### config.mk
export PLATFORM = sky130hd
export DESIGN_NAME = ooo_core
export DESIGN_NICKNAME = d
export VERILOG_FILES = /design/src/common/ooo_pkg.sv /design/src/logic/dispatch_ctrl.sv /design/src/rename/rename_table.sv /design/src/rob/reorder_buffer.sv /design/src/rs/reservation_station.sv /design/src/logic/alu_pipe.sv /design/src/logic/ooo_core.sv
export SDC_FILE = /design/constraint.sdc
export NUM_CORES = 2
export LEC_CHECK = 0
export BUFFER_PORTS_ARGS = -buffer_cell sky130_fd_sc_hd__buf_4
export CORE_MARGIN = 3
export CORE_UTILIZATION = 45
export CTS_BUF_LIST = sky130_fd_sc_hd__clkbuf_16
export DETAILED_ROUTE_END_ITERATION = 10
export PLACE_DENSITY = 0.71
export SETUP_SLACK_MARGIN = 0.4
export SLEW_MARGIN = 20
export SYNTH_ARGS = -nofsm -noshare
export SYNTH_HDL_FRONTEND = slang
export SYNTH_SLANG_ARGS = --single-unit
### constraint.sdc
create_clock -name clock -period 6 [get_ports clock]
set_input_delay 0 -clock clock [delete_from_list [all_inputs] [get_ports clock]]
set_output_delay 0 -clock clock [all_outputs]
set_load 0.02 [all_outputs]
### src/common/ooo_pkg.sv
// shared widths, sizes, opcodes and the alu function
// for the out-of-order back end
`default_nettype none

package ooo_pkg;

	// datapath and register file
	localparam int XLEN = 32;
	localparam int NUM_REGS = 8;
	localparam int REG_IDX_W = $clog2(NUM_REGS);
	localparam int IMM_W = 16;
	localparam int SHAMT_W = 5;

	// queue sizes, all powers of two so pointers wrap on their own
	localparam int ROB_DEPTH = 8;
	localparam int ROB_TAG_W = $clog2(ROB_DEPTH);
	localparam int RS_DEPTH = 4;
	localparam int RS_IDX_W = $clog2(RS_DEPTH);
	// input buffer depth, also the sender's starting credit
	localparam int INPUT_DEPTH = 4;
	localparam int INPUT_IDX_W = $clog2(INPUT_DEPTH);

	typedef logic [XLEN-1:0] data_t;
	typedef logic [REG_IDX_W-1:0] reg_idx_t;
	typedef logic [ROB_TAG_W-1:0] rob_tag_t;
	typedef logic [IMM_W-1:0] imm_t;

	// encodings match the pattern file
	typedef enum logic [2:0] {
		OP_LI  = 3'd0,
		OP_ADD = 3'd1,
		OP_SUB = 3'd2,
		OP_AND = 3'd3,
		OP_OR  = 3'd4,
		OP_XOR = 3'd5,
		OP_SLL = 3'd6,
		OP_SRL = 3'd7
	} opcode_t;

	// result of one operation, li zero-extends the immediate
	function automatic data_t alu_result(
		input opcode_t op,
		input data_t   a,
		input data_t   b,
		input imm_t    imm
	);
		logic [SHAMT_W-1:0] shamt;
		shamt = b[SHAMT_W-1:0];
		case (op)
			OP_LI:   alu_result = {{(XLEN-IMM_W){1'b0}}, imm};
			OP_ADD:  alu_result = a + b;
			OP_SUB:  alu_result = a - b;
			OP_AND:  alu_result = a & b;
			OP_OR:   alu_result = a | b;
			OP_XOR:  alu_result = a ^ b;
			OP_SLL:  alu_result = a << shamt;
			OP_SRL:  alu_result = a >> shamt;
			default: alu_result = '0;
		endcase
	endfunction

endpackage

`default_nettype wire

### src/logic/dispatch_ctrl.sv
// dispatch control with the credit-fed input buffer
// hands the oldest instruction to rob, rename and rs when both have room
`timescale 1ns/1ps
`default_nettype none

module dispatch_ctrl import ooo_pkg::*; (
	input  logic     clock,
	input  logic     reset,
	input  logic     inst_valid,
	input  opcode_t  inst_op,
	input  reg_idx_t inst_rd,
	input  reg_idx_t inst_rs1,
	input  reg_idx_t inst_rs2,
	input  imm_t     inst_imm,
	input  logic     rob_full,
	input  logic     rs_full,
	output logic     inst_credit,
	output logic     dispatch_en,
	output opcode_t  disp_op,
	output reg_idx_t disp_rd,
	output reg_idx_t disp_rs1,
	output reg_idx_t disp_rs2,
	output imm_t     disp_imm
);

	// buffer storage
	opcode_t  buf_op  [INPUT_DEPTH];
	reg_idx_t buf_rd  [INPUT_DEPTH];
	reg_idx_t buf_rs1 [INPUT_DEPTH];
	reg_idx_t buf_rs2 [INPUT_DEPTH];
	imm_t     buf_imm [INPUT_DEPTH];

	// fifo pointers, count needs one extra bit for full
	logic [INPUT_IDX_W-1:0] wr_ptr;
	logic [INPUT_IDX_W-1:0] rd_ptr;
	logic [INPUT_IDX_W:0]   count;

	////////////////////////////////////////////////////////////
	// head presentation and stall decision
	////////////////////////////////////////////////////////////

	// the only place the full flags are looked at
	assign dispatch_en = (count != '0) && !rob_full && !rs_full;

	assign disp_op  = buf_op[rd_ptr];
	assign disp_rd  = buf_rd[rd_ptr];
	assign disp_rs1 = buf_rs1[rd_ptr];
	assign disp_rs2 = buf_rs2[rd_ptr];
	assign disp_imm = buf_imm[rd_ptr];

	////////////////////////////////////////////////////////////
	// buffer write and bookkeeping
	////////////////////////////////////////////////////////////

	// sender only drives valid while holding a credit, so no full check
	always_ff @(posedge clock) begin
		if (inst_valid) begin
			buf_op[wr_ptr]  <= inst_op;
			buf_rd[wr_ptr]  <= inst_rd;
			buf_rs1[wr_ptr] <= inst_rs1;
			buf_rs2[wr_ptr] <= inst_rs2;
			buf_imm[wr_ptr] <= inst_imm;
		end
	end

	always_ff @(posedge clock) begin
		if (reset) begin
			wr_ptr      <= '0;
			rd_ptr      <= '0;
			count       <= '0;
			inst_credit <= 1'b0;
		end else begin
			if (inst_valid) begin
				wr_ptr <= wr_ptr + 1'b1;
			end
			if (dispatch_en) begin
				rd_ptr <= rd_ptr + 1'b1;
			end
			case ({inst_valid, dispatch_en})
				2'b10:   count <= count + 1'b1;
				2'b01:   count <= count - 1'b1;
				default: count <= count;
			endcase
			// one credit back per slot freed, a cycle after the dispatch edge
			inst_credit <= dispatch_en;
		end
	end

endmodule

`default_nettype wire

### src/rename/rename_table.sv
// register map table with busy bits and producer tags
// also holds the architectural register file written at commit
`timescale 1ns/1ps
`default_nettype none

module rename_table import ooo_pkg::*; (
	input  logic     clock,
	input  logic     reset,
	input  logic     dispatch_en,
	input  reg_idx_t disp_rd,
	input  reg_idx_t disp_rs1,
	input  reg_idx_t disp_rs2,
	input  rob_tag_t alloc_tag,
	input  logic     commit_valid,
	input  reg_idx_t commit_rd,
	input  rob_tag_t commit_tag,
	input  data_t    commit_value,
	output logic     rs1_busy,
	output rob_tag_t rs1_tag,
	output data_t    rs1_value,
	output logic     rs2_busy,
	output rob_tag_t rs2_tag,
	output data_t    rs2_value
);

	// per register state
	logic [NUM_REGS-1:0] busy;
	rob_tag_t            map_tag    [NUM_REGS];
	data_t               arch_value [NUM_REGS];

	// source lookups for the instruction at the buffer head
	assign rs1_busy  = busy[disp_rs1];
	assign rs1_tag   = map_tag[disp_rs1];
	assign rs1_value = arch_value[disp_rs1];
	assign rs2_busy  = busy[disp_rs2];
	assign rs2_tag   = map_tag[disp_rs2];
	assign rs2_value = arch_value[disp_rs2];

	always_ff @(posedge clock) begin
		if (reset) begin
			for (int i = 0; i < NUM_REGS; i++) begin
				busy[i]       <= 1'b0;
				map_tag[i]    <= '0;
				arch_value[i] <= '0;
			end
		end else begin
			if (commit_valid) begin
				arch_value[commit_rd] <= commit_value;
				// a younger writer keeps the mapping
				if (map_tag[commit_rd] == commit_tag) begin
					busy[commit_rd] <= 1'b0;
				end
			end
			// new mapping comes last so it wins over a commit to the same reg
			if (dispatch_en) begin
				busy[disp_rd]    <= 1'b1;
				map_tag[disp_rd] <= alloc_tag;
			end
		end
	end

endmodule

`default_nettype wire

### src/rob/reorder_buffer.sv
// reorder buffer, circular and retiring strictly in program order
// serves operand values of busy registers and drives the commit port
`timescale 1ns/1ps
`default_nettype none

module reorder_buffer import ooo_pkg::*; (
	input  logic     clock,
	input  logic     reset,
	input  logic     dispatch_en,
	input  reg_idx_t disp_rd,
	input  rob_tag_t rs1_tag,
	input  rob_tag_t rs2_tag,
	input  logic     cdb_valid,
	input  rob_tag_t cdb_tag,
	input  data_t    cdb_value,
	output logic     rob_full,
	output rob_tag_t alloc_tag,
	output logic     rob_rs1_ready,
	output data_t    rob_rs1_value,
	output logic     rob_rs2_ready,
	output data_t    rob_rs2_value,
	output logic     commit_valid,
	output reg_idx_t commit_rd,
	output data_t    commit_value,
	output rob_tag_t commit_tag
);

	// entry fields
	reg_idx_t             ent_rd    [ROB_DEPTH];
	data_t                ent_value [ROB_DEPTH];
	logic [ROB_DEPTH-1:0] ent_ready;

	// pointers wrap naturally at ROB_DEPTH
	rob_tag_t         head;
	rob_tag_t         tail;
	logic [ROB_TAG_W:0] count;
	logic             retire;

	assign alloc_tag = tail;
	assign rob_full  = (count == (ROB_TAG_W+1)'(ROB_DEPTH));

	// head leaves once its result is in
	assign retire = (count != '0) && ent_ready[head];

	////////////////////////////////////////////////////////////
	// operand lookups
	////////////////////////////////////////////////////////////

	// a slot just retired keeps its value until reused,
	// covering the cycle before the map table sees the commit
	assign rob_rs1_ready = ent_ready[rs1_tag];
	assign rob_rs1_value = ent_value[rs1_tag];
	assign rob_rs2_ready = ent_ready[rs2_tag];
	assign rob_rs2_value = ent_value[rs2_tag];

	////////////////////////////////////////////////////////////
	// entry payload and commit outputs
	////////////////////////////////////////////////////////////

	always_ff @(posedge clock) begin
		if (dispatch_en) begin
			ent_rd[tail] <= disp_rd;
		end
		if (cdb_valid) begin
			ent_value[cdb_tag] <= cdb_value;
		end
		// commit payload follows the head every cycle
		commit_rd    <= ent_rd[head];
		commit_value <= ent_value[head];
		commit_tag   <= head;
	end

	////////////////////////////////////////////////////////////
	// pointers, ready flags, occupancy
	////////////////////////////////////////////////////////////

	always_ff @(posedge clock) begin
		if (reset) begin
			head         <= '0;
			tail         <= '0;
			count        <= '0;
			ent_ready    <= '0;
			commit_valid <= 1'b0;
		end else begin
			commit_valid <= retire;
			if (dispatch_en) begin
				tail            <= tail + 1'b1;
				ent_ready[tail] <= 1'b0;
			end
			// broadcast tag is always an in-flight entry, never the new tail
			if (cdb_valid) begin
				ent_ready[cdb_tag] <= 1'b1;
			end
			if (retire) begin
				head <= head + 1'b1;
			end
			case ({dispatch_en, retire})
				2'b10:   count <= count + 1'b1;
				2'b01:   count <= count - 1'b1;
				default: count <= count;
			endcase
		end
	end

endmodule

`default_nettype wire

### src/rs/reservation_station.sv
// reservation station holding operations until both operands arrive
// snoops the cdb and issues the lowest ready entry each cycle
`timescale 1ns/1ps
`default_nettype none

module reservation_station import ooo_pkg::*; (
	input  logic     clock,
	input  logic     reset,
	input  logic     dispatch_en,
	input  opcode_t  disp_op,
	input  imm_t     disp_imm,
	input  rob_tag_t alloc_tag,
	input  logic     rs1_busy,
	input  rob_tag_t rs1_tag,
	input  data_t    rs1_value,
	input  logic     rs2_busy,
	input  rob_tag_t rs2_tag,
	input  data_t    rs2_value,
	input  logic     rob_rs1_ready,
	input  data_t    rob_rs1_value,
	input  logic     rob_rs2_ready,
	input  data_t    rob_rs2_value,
	input  logic     cdb_valid,
	input  rob_tag_t cdb_tag,
	input  data_t    cdb_value,
	output logic     rs_full,
	output logic     issue_valid,
	output opcode_t  issue_op,
	output data_t    issue_a,
	output data_t    issue_b,
	output imm_t     issue_imm,
	output rob_tag_t issue_tag
);

	// entry state
	logic [RS_DEPTH-1:0] ent_valid;
	opcode_t             ent_op  [RS_DEPTH];
	imm_t                ent_imm [RS_DEPTH];
	rob_tag_t            ent_tag [RS_DEPTH];
	// operand a from rs1, b from rs2
	data_t               a_val   [RS_DEPTH];
	rob_tag_t            a_tag   [RS_DEPTH];
	logic [RS_DEPTH-1:0] a_wait;
	data_t               b_val   [RS_DEPTH];
	rob_tag_t            b_tag   [RS_DEPTH];
	logic [RS_DEPTH-1:0] b_wait;

	logic [RS_DEPTH-1:0] ready;
	logic [RS_IDX_W-1:0] issue_idx;
	logic [RS_IDX_W-1:0] alloc_idx;
	logic                is_li;
	logic [XLEN:0]       res_a;
	logic [XLEN:0]       res_b;

	// {wait, value} for one source at dispatch
	// order: committed reg, finished rob entry, same-cycle broadcast
	function automatic logic [XLEN:0] resolve(
		input logic     busy,
		input data_t    reg_value,
		input rob_tag_t tag,
		input logic     rob_ready,
		input data_t    rob_value,
		input logic     bus_valid,
		input rob_tag_t bus_tag,
		input data_t    bus_value
	);
		if (!busy) begin
			resolve = {1'b0, reg_value};
		end else if (rob_ready) begin
			resolve = {1'b0, rob_value};
		end else if (bus_valid && bus_tag == tag) begin
			resolve = {1'b0, bus_value};
		end else begin
			resolve = {1'b1, {XLEN{1'b0}}};
		end
	endfunction

	////////////////////////////////////////////////////////////
	// dispatch side
	////////////////////////////////////////////////////////////

	// li has no register sources
	assign is_li = (disp_op == OP_LI);
	assign res_a = resolve(rs1_busy, rs1_value, rs1_tag, rob_rs1_ready, rob_rs1_value,
		cdb_valid, cdb_tag, cdb_value);
	assign res_b = resolve(rs2_busy, rs2_value, rs2_tag, rob_rs2_ready, rob_rs2_value,
		cdb_valid, cdb_tag, cdb_value);

	assign rs_full = &ent_valid;

	// lowest free slot
	always_comb begin
		alloc_idx = '0;
		for (int i = RS_DEPTH - 1; i >= 0; i--) begin
			if (!ent_valid[i]) begin
				alloc_idx = RS_IDX_W'(i);
			end
		end
	end

	////////////////////////////////////////////////////////////
	// issue select
	////////////////////////////////////////////////////////////

	always_comb begin
		ready       = '0;
		issue_valid = 1'b0;
		issue_idx   = '0;
		for (int i = 0; i < RS_DEPTH; i++) begin
			ready[i] = ent_valid[i] && !a_wait[i] && !b_wait[i];
		end
		// scan downward so the lowest index wins
		for (int i = RS_DEPTH - 1; i >= 0; i--) begin
			if (ready[i]) begin
				issue_valid = 1'b1;
				issue_idx   = RS_IDX_W'(i);
			end
		end
	end

	assign issue_op  = ent_op[issue_idx];
	assign issue_a   = a_val[issue_idx];
	assign issue_b   = b_val[issue_idx];
	assign issue_imm = ent_imm[issue_idx];
	assign issue_tag = ent_tag[issue_idx];

	// occupancy, freed slot is never the one being filled
	always_ff @(posedge clock) begin
		if (reset) begin
			ent_valid <= '0;
		end else begin
			if (issue_valid) begin
				ent_valid[issue_idx] <= 1'b0;
			end
			if (dispatch_en) begin
				ent_valid[alloc_idx] <= 1'b1;
			end
		end
	end

	// operand capture from the cdb, then the new entry
	always_ff @(posedge clock) begin
		for (int i = 0; i < RS_DEPTH; i++) begin
			if (ent_valid[i] && a_wait[i] && cdb_valid && cdb_tag == a_tag[i]) begin
				a_val[i]  <= cdb_value;
				a_wait[i] <= 1'b0;
			end
			if (ent_valid[i] && b_wait[i] && cdb_valid && cdb_tag == b_tag[i]) begin
				b_val[i]  <= cdb_value;
				b_wait[i] <= 1'b0;
			end
		end
		if (dispatch_en) begin
			ent_op[alloc_idx]  <= disp_op;
			ent_imm[alloc_idx] <= disp_imm;
			ent_tag[alloc_idx] <= alloc_tag;
			a_val[alloc_idx]   <= res_a[XLEN-1:0];
			a_tag[alloc_idx]   <= rs1_tag;
			a_wait[alloc_idx]  <= !is_li && res_a[XLEN];
			b_val[alloc_idx]   <= res_b[XLEN-1:0];
			b_tag[alloc_idx]   <= rs2_tag;
			b_wait[alloc_idx]  <= !is_li && res_b[XLEN];
		end
	end

endmodule

`default_nettype wire

### src/logic/alu_pipe.sv
// two-stage alu feeding the common data bus
// takes one issue per cycle, result appears two cycles later
`timescale 1ns/1ps
`default_nettype none

module alu_pipe import ooo_pkg::*; (
	input  logic     clock,
	input  logic     reset,
	input  logic     issue_valid,
	input  opcode_t  issue_op,
	input  data_t    issue_a,
	input  data_t    issue_b,
	input  imm_t     issue_imm,
	input  rob_tag_t issue_tag,
	output logic     cdb_valid,
	output rob_tag_t cdb_tag,
	output data_t    cdb_value
);

	// stage 1 operand registers
	logic     s1_valid;
	opcode_t  s1_op;
	data_t    s1_a;
	data_t    s1_b;
	imm_t     s1_imm;
	rob_tag_t s1_tag;
	data_t    s1_result;

	assign s1_result = alu_result(s1_op, s1_a, s1_b, s1_imm);

	// payload stages
	always_ff @(posedge clock) begin
		s1_op     <= issue_op;
		s1_a      <= issue_a;
		s1_b      <= issue_b;
		s1_imm    <= issue_imm;
		s1_tag    <= issue_tag;
		// stage 2 broadcast
		cdb_tag   <= s1_tag;
		cdb_value <= s1_result;
	end

	always_ff @(posedge clock) begin
		if (reset) begin
			s1_valid  <= 1'b0;
			cdb_valid <= 1'b0;
		end else begin
			s1_valid  <= issue_valid;
			cdb_valid <= s1_valid;
		end
	end

endmodule

`default_nettype wire

### src/logic/ooo_core.sv
// out-of-order core top, credit-fed input to in-order commit
// connects dispatch control, rename, rob, rs and the alu pipe
`timescale 1ns/1ps
`default_nettype none

module ooo_core import ooo_pkg::*; (
	input  logic     clock,
	input  logic     reset,
	input  logic     inst_valid,
	input  opcode_t  inst_op,
	input  reg_idx_t inst_rd,
	input  reg_idx_t inst_rs1,
	input  reg_idx_t inst_rs2,
	input  imm_t     inst_imm,
	output logic     inst_credit,
	output logic     commit_valid,
	output reg_idx_t commit_rd,
	output data_t    commit_value
);

	// buffer head toward the allocators
	logic     dispatch_en;
	opcode_t  disp_op;
	reg_idx_t disp_rd;
	reg_idx_t disp_rs1;
	reg_idx_t disp_rs2;
	imm_t     disp_imm;
	logic     rob_full;
	logic     rs_full;
	rob_tag_t alloc_tag;

	// map table answers
	logic     rs1_busy;
	rob_tag_t rs1_tag;
	data_t    rs1_value;
	logic     rs2_busy;
	rob_tag_t rs2_tag;
	data_t    rs2_value;

	// rob answers and commit tag
	logic     rob_rs1_ready;
	data_t    rob_rs1_value;
	logic     rob_rs2_ready;
	data_t    rob_rs2_value;
	rob_tag_t commit_tag;

	// rs to alu
	logic     issue_valid;
	opcode_t  issue_op;
	data_t    issue_a;
	data_t    issue_b;
	imm_t     issue_imm;
	rob_tag_t issue_tag;

	// result broadcast
	logic     cdb_valid;
	rob_tag_t cdb_tag;
	data_t    cdb_value;

	// port names match the nets one to one
	dispatch_ctrl       u_dispatch (.*);
	rename_table        u_rename   (.*);
	reorder_buffer      u_rob      (.*);
	reservation_station u_rs       (.*);
	alu_pipe            u_alu      (.*);

endmodule

`default_nettype wire

### After elaboration in Yosys (flattened, before gate mapping)

Memory sizes are Yosys's and may differ from the RTL's. A register that Yosys moved wholly into a read port is not among the register bits.
Index checks and enable logic that the tools add are counted.

| storage, ports and cells | value |
|---|---|
| register bits | 87 |
| bits in writable memories | 1040 |
| input port bits | 31 |
| logic and storage cells | 273 |
| memories kept | 16 |

Memories:

| name | words | width | read ports | clocked after memory_dff | wr ports | line | text |
|---|---|---|---|---|---|---|---|
| u_rename.arch_value | 8 | 32 | 2 | 0 | 8 | rename_table.sv:29 | `data_t arch_value [NUM_REGS];` |
| u_rob.ent_value | 8 | 32 | 3 | 1 | 1 | reorder_buffer.sv:30 | `data_t ent_value [ROB_DEPTH];` |
| u_rs.a_val | 4 | 32 | 1 | 1 | 5 | reservation_station.sv:41 | `data_t a_val [RS_DEPTH];` |
| u_rs.b_val | 4 | 32 | 1 | 1 | 5 | reservation_station.sv:44 | `data_t b_val [RS_DEPTH];` |
| u_dispatch.buf_imm | 4 | 16 | 1 | 1 | 1 | dispatch_ctrl.sv:31 | `imm_t buf_imm [INPUT_DEPTH];` |
| u_rs.ent_imm | 4 | 16 | 1 | 1 | 1 | reservation_station.sv:38 | `imm_t ent_imm [RS_DEPTH];` |
| 10 more memories | -- | -- | -- | -- | -- | -- |  |

| operators by class | value |
|---|---|
| add/subtract/negate cells | 10 |
| $lt $le $gt $ge | 17 |
| equal/unequal tests | 23 |
| shift operators | 2 |
| multiplexer cells | 110 |
| bitwise logic cells | 12 |
| reductions and logical operators | 65 |

Operator list:

| kind | number |
|---|---|
| 32-bit case mux with 8 select lines | 1 |
| 33-bit 2-to-1 mux | 6 |
| 8-bit 2-to-1 mux | 7 |
| 1-bit 2-to-1 mux | 54 |
| 1-bit logical AND | 45 |
| 3-bit by 4-bit less-than comparator with 1-bit output, second input constant | 9 |
| 2-bit 2-to-1 mux | 18 |
| 3-bit == test | 11 |
| 32-bit adder | 1 |
| 32-bit bitwise AND | 1 |
| 32-bit 2-to-1 mux | 1 |
| 32-bit bitwise OR | 1 |
| 32-bit OR reduction | 1 |
| 32-bit by 5-bit left shift with 32-bit output | 1 |
| 32-bit by 5-bit >> shifter with 32-bit output | 1 |
| 32-bit subtractor | 1 |
| 32-bit bitwise XOR | 1 |
| 4-bit 2-to-1 mux | 5 |
| 8-bit bitwise AND | 2 |
| 8-bit inverter | 2 |
| 8-bit bitwise OR | 2 |
| 1-bit binary-select mux with 3-bit select | 5 |
| 1-bit demux with 3-bit select | 4 |
| 3-bit == test, second input constant | 4 |
| other kinds (28) | 55 |

### Longest topological paths before layout

| logic depth | value |
|---|---|
| depth after elaboration | 17 |
| mapped depth | 22 |

### Hierarchy

From an unflattened synthesis, not the netlist that was laid out.

| unflattened totals | value |
|---|---|
| cell total of the unflattened synthesis | 4698 |
| area, all modules | 64800.9 um^2 |

Modules (own cells, without submodules):

| module | instances | cells each | area an instance (um^2) | sequential area each (um^2) |
|---|---|---|---|---|
| reservation_station | 1 | 1446 | 18168.7 | 11290.8 |
| reorder_buffer | 1 | 812 | 16479.6 | 9549.2 |
| rename_table | 1 | 952 | 15295.9 | 8568.2 |
| alu_pipe | 1 | 1291 | 10279.9 | 2462.4 |
| dispatch_ctrl | 1 | 197 | 4576.9 | 3563.4 |

### Least setup slack after synthesis

No wires, ideal clock.

| timing path | value |
|---|---|
| kind | register -> register |
| start point | register u_alu.s1_b[1] (read register of u_rs.b_val) |
| end point | register u_alu.cdb_value[30] |
| library setup time | 0.122 ns |
| arrival time | 4.717 ns |
| path slack | 1.161 ns |
| stages on the path, launching flop included | 22 |
| cell sequence | dfxtp_1 -> inv_1 -> clkbuf_1 -> buf_1 -> ha_1 -> nor2b_1 -> nand2_1 -> or2_2 -> nand2b_1 -> o21ai_0 -> xnor2_1 -> ha_1 -> clkbuf_1 -> nand2_1 -> nor2_1 -> a22o_1 -> a221oi_1 -> o211ai_1 -> o41ai_1 -> o21ai_0 -> mux2i_1 -> a221o_1 |

| between the ends | value |
|---|---|
| longest elaborated chain between the ends | 2 |
| elaborated cells between the ends (all ways) | 5 |
| classes of those cells | add/sub (2); shift (2); mux (1) |

Ends and longest elaborated chain:

| element | line | text |
|---|---|---|
| from (decl) | alu_pipe.sv:24 | `data_t s1_b;` |
| 32-bit subtractor (tied with other cells) | ooo_pkg.sv:52 | `OP_SUB: alu_result = a - b;` |
| 32-bit case mux with 8 select lines * | ooo_pkg.sv:49 | `case (op)` |
| via u_alu.s1_result[30] | alu_pipe.sv:27 | `data_t s1_result;` |
| to (signal assigned) | alu_pipe.sv:40 | `cdb_value <= s1_result;` |
| to (decl) | alu_pipe.sv:17 | `output data_t cdb_value` |

The timed path passes the listed nets; every way through them passes the cells marked *.
A chain may end at the register's enable or synchronous reset.

### Worst setup path in the final report

| timing path | value |
|---|---|
| start point | register u_alu.s1_b[0] (read register of u_rs.b_val) |
| end point | register u_alu.cdb_value[30] |

The elaborated chain is that of the path after synthesis.

==> key figures <==
Drt
  • DRC viols: 0
  • Detail Route Antenna Nets: 0
  • Routed vias/inst: roughly 6.6
  • Final wirelength: 200,000 µm
  • Via count: around 46,000
  • Routed WL per cell: 28.8 µm
  • Iter 0 DRT Violations: around 6,500
  • DRT Pass-1 Iters: 7

STA
  • Fmax: about 190 MHz
  • Slew HR: between 10% and 20%
  • Worst-margin pin slew: 1240 ps
  • Finish-stage setup viols: 0
  • Setup ws final: around 790 ps
  • Final hold slack: between 150 and 200 ps
  • Hold Fails Final Rpt: 0
  • Min cycle time layout: roughly 5200 ps
  • Fin Setup TNS: 0 ps
  • RSZ-0062 raised after global routing: no
  • Slew Limit Fails: 0
  • Final period util: roughly 87%
  • Clock skew: about 72 ps

Die
  • Die X: around 380 µm
  • Site row count: 137
  • I/O pin count: a little under 70
  • Floorplan core area: about 140,000 µm²
  • Starting Density: 45.4%
  • Die area: roughly 150,000 µm²
  • Die Y: 382 µm

Layout
  • Fin cells: approximately 7,000
  • Reg area: between 30,000 and 40,000 µm²
  • Fillcell total: between 10,000 and 15,000
  • Final instance area: ~70,000 µm²
  • Layout Nets: about 5,000
  • Fin util: between 50% and 60%
  • Share of post-route cells with drive strength above 1: ~14%
  • Multi-input combinational cell area: between 20,000 and 30,000 µm²
  • Area delta synth->final: 10.6%

Worst setup path
  • CP Cell Sequence: inv_1, ha_1, nor2b_1, nand2_1, or2_2, nand2b_1, o21ai_0, xnor2_1, ha_1, nand2_1, o21ai_0, a22o_1, a221oi_1, o211ai_1, o41ai_1, o21ai_0, mux2i_1, a221o_1
  • Slowest CP cell: a221oi_1
  • Delay-heaviest family, CP: compound AO/OA/AOI/OAI gates
  • Crit Path Max Fanout: 7
  • Critical Path End Type: flop
  • CP most frequent cell: o21ai_0
  • Worst EP arrival: approximately 6000 ps
  • Kind of critical path: flop to flop
  • Crit path buf inv count: 1
  • WP data required: around 6700 ps
  • Startpoint Class: flop
  • Peak per-stage delay on the critical path: between 600 and 700 ps

Pwr
  • Total leakage power: about 24 nW
  • Total power: roughly 40 mW
  • VDD IR max: just over 600 µV
  • Cell area power density: 566 nW/µm²

Synthesis
  • Post-Synth Adder-Cell Area: under 10%
  • Biggest area consumer among synthesized cells: edfxtp_1
  • Simple-gate area share of the yosys netlist: between 10% and 20%
  • Most used DFF post-synth: edfxtp_1
  • Post-synth EDFFs: about 1,000
  • Post-synthesis xor/xnor area fraction: ~1.2%
  • Post-synth top cells: edfxtp_1 (1,040), nand2_1 (594), mux2i_1 (299), clkbuf_1 (275), and2_1 (271)
  • Async set-reset flop share out of synthesis: 0%
  • Main combinational cell family by area after synthesis: multiplexers
  • Synth cell types: 74
  • Syn Nets: 5,196
  • Multiplexer share of the synthesized area: roughly 15%
  • Post-synthesis compound-gate area fraction: around an eighth
  • Mapped Cells: about 5,100
  • Most frequent cell after synthesis: edfxtp_1
  • Sequential share of the synthesized area: 55.7%
  • Avg Cell Area, Syn: around 13 µm²
  • Area contributors post-synth: edfxtp_1 (49%), mux4_2 (9.2%), dfxtp_1 (6.6%)
  • Post-synthesis register bit count: about 1,300
  • Synthesized area: between 60,000 and 70,000 µm²
  • Synth top area share: approximately half
  • Warnings from Yosys: 0

Global routing
  • Initial antenna violation count: 11
  • Met3 usage: 6.99%
  • Grt total ovfl: 0
  • Overall Global Routing Usage: a little over a quarter
  • Vias in the first global route: 44,726
  • Top Usage Layer GRT: met2
  • First-pass GRT wire length: 294,000 µm
  • Largest net degree at the start of global routing: around 130
  • GRT met2 Usage: a little over two fifths
  • Grt met1 use: approximately a third

Placed design
  • Global placer's final weighted congestion: around 0.96
  • Port Buffers: 67
  • Dpl ws: roughly 870 ps
  • Area post-placement: roughly 66,000 µm²
  • DP Wirelength: 126,000 µm
  • Dpl cells: 6,685

Clock tree
  • Root buffer cell: clkbuf_16
  • Postcts setup bufs: 0
  • # resized after CTS: 0
  • CTS Buffer Depth: 3
  • Total CTS buffers: roughly 120
  • Clock-pin slew on the worst setup and hold paths: about 70 ps
  • CTS tree: yes
  • Worst-Skew Late Latency: 770 ps
  • # clock sinks: between 1,000 and 1,500
  • Depth of the CTS H-tree: 3

Job
  • Max Cap Viol: 0

Worst hold path
  • Hold crit path type: input pin to flop

Run status
  • Status: completed
-- cells in the final DEF (no fill, tap or decap), types with 16 or more instances in the layout --
cell type,synthesis,final
nand2b_1,35,35
inv_1,100,125
a32oi_1,66,66
o22ai_1,25,25
xnor2_1,52,52
mux2i_1,299,297
dfxtp_1,210,202
mux2_2,39,39
xor2_1,35,35
nor2_4,0,17
and2_1,271,271
nor3_1,45,43
clkinv_2,0,18
a41o_1,67,67
nand2_1,594,578
a22oi_1,104,104
ha_1,107,107
edfxtp_1,1040,1040
o21ai_0,228,228
nor2_1,228,202
buf_4,9,155
clkinv_1,3,33
nor2b_1,21,20
nand3_1,171,171
clkbuf_16,0,115
a32o_1,256,256
nand2_2,2,17
a21oi_1,128,127
and3_1,19,16
dlygate4sd3_1,0,59
a211oi_1,18,18
mux4_2,261,257
-- worst reg2reg max path, cell delays in order, from the launching register on --
cell,delay (ps)
dfxtp_4,380
inv_1,180
ha_1,240
nor2b_1,220
nand2_1,140
or2_2,340
nand2b_1,200
o21ai_0,250
xnor2_1,150
ha_1,330
nand2_1,100
o21ai_0,110
a22o_1,270
a221oi_1,610
o211ai_1,260
o41ai_1,580
o21ai_0,250
mux2i_1,170
a221o_1,350
-- final cells by class --
type	count	share of cell area, %
Antenna cell	1	0.00355
Clock buffer	115	4.09
Tap cell	1876	3.33
Timing Repair Buffer	221	2.69
Multi-Input combinational cell	3290	37.6
Sequential cell	1250	50.3
Clock inverter	101	1.31
Inverter	107	0.590
-- report_power, final --
| group | switching (mW) | total [mW] | internal (mW) | leakage, nW |
|---|---|---|---|---|
| registers | 1.71 | 13.2 | 11.5 | 11.6 |
| clock network | 3.35 | 7.37 | 4.03 | 1.93 |
| logic | 12.7 | 19.3 | 6.56 | 10.9 |
| total | 17.8 | 39.9 | 22.1 | 24.5 |
-- metal layers --
layer,wire length [µm],part of all wire (%),up-vias
li1,-,-,19429
met1,74400,37,22575
met2,92100,46,2978
met3,23400,12,621
met4,10200,5.1,8
met5,55,0.027,-
-- worst paths after layout --
kind,slack [ps],cells after the start,from,end
max reg2reg,790,18,u_alu.s1_b[0]$_DFF_P_,u_alu.cdb_value[30]$_DFF_P_
min reg2reg,330,0,u_alu.s1_tag[1]$_DFF_P_,u_alu.cdb_tag[1]$_DFF_P_
max,790,18,u_alu.s1_b[0]$_DFF_P_,u_alu.cdb_value[30]$_DFF_P_
min,160,4,inst_valid,u_dispatch.wr_ptr[1]$_SDFFE_PP0P_
-- sequential cells by signal (all words and copies together) (netlist names), 64 cells and up, named ones only --
| signal | flops |
|---|---|
| u_rs.a_val | 128 |
| u_dispatch.buf_imm | 64 |
| u_rob.ent_value | 256 |
| u_rs.b_val | 128 |
| u_rs.ent_imm | 64 |
| u_rename.arch_value | 256 |
-- logic make-up after synthesis --
logic type / count (synthesis)
adders and majority gates: 110
muxes: 599
DFF: 1250
and+or+nand+nor: 1451
buffers and inverters: 515
AOI/OAI and AO/OA: 1043
xor gates and xnor gates: 87
-- repair_timing --
| action | CTS | global route |
|---|---|---|
| hold buffers | 59 | 0 |
| endpoints found under the hold margin | 258 | 0 |
| setup endpoints to repair | 0 | 0 |
(Power assumes the default switching activity.)
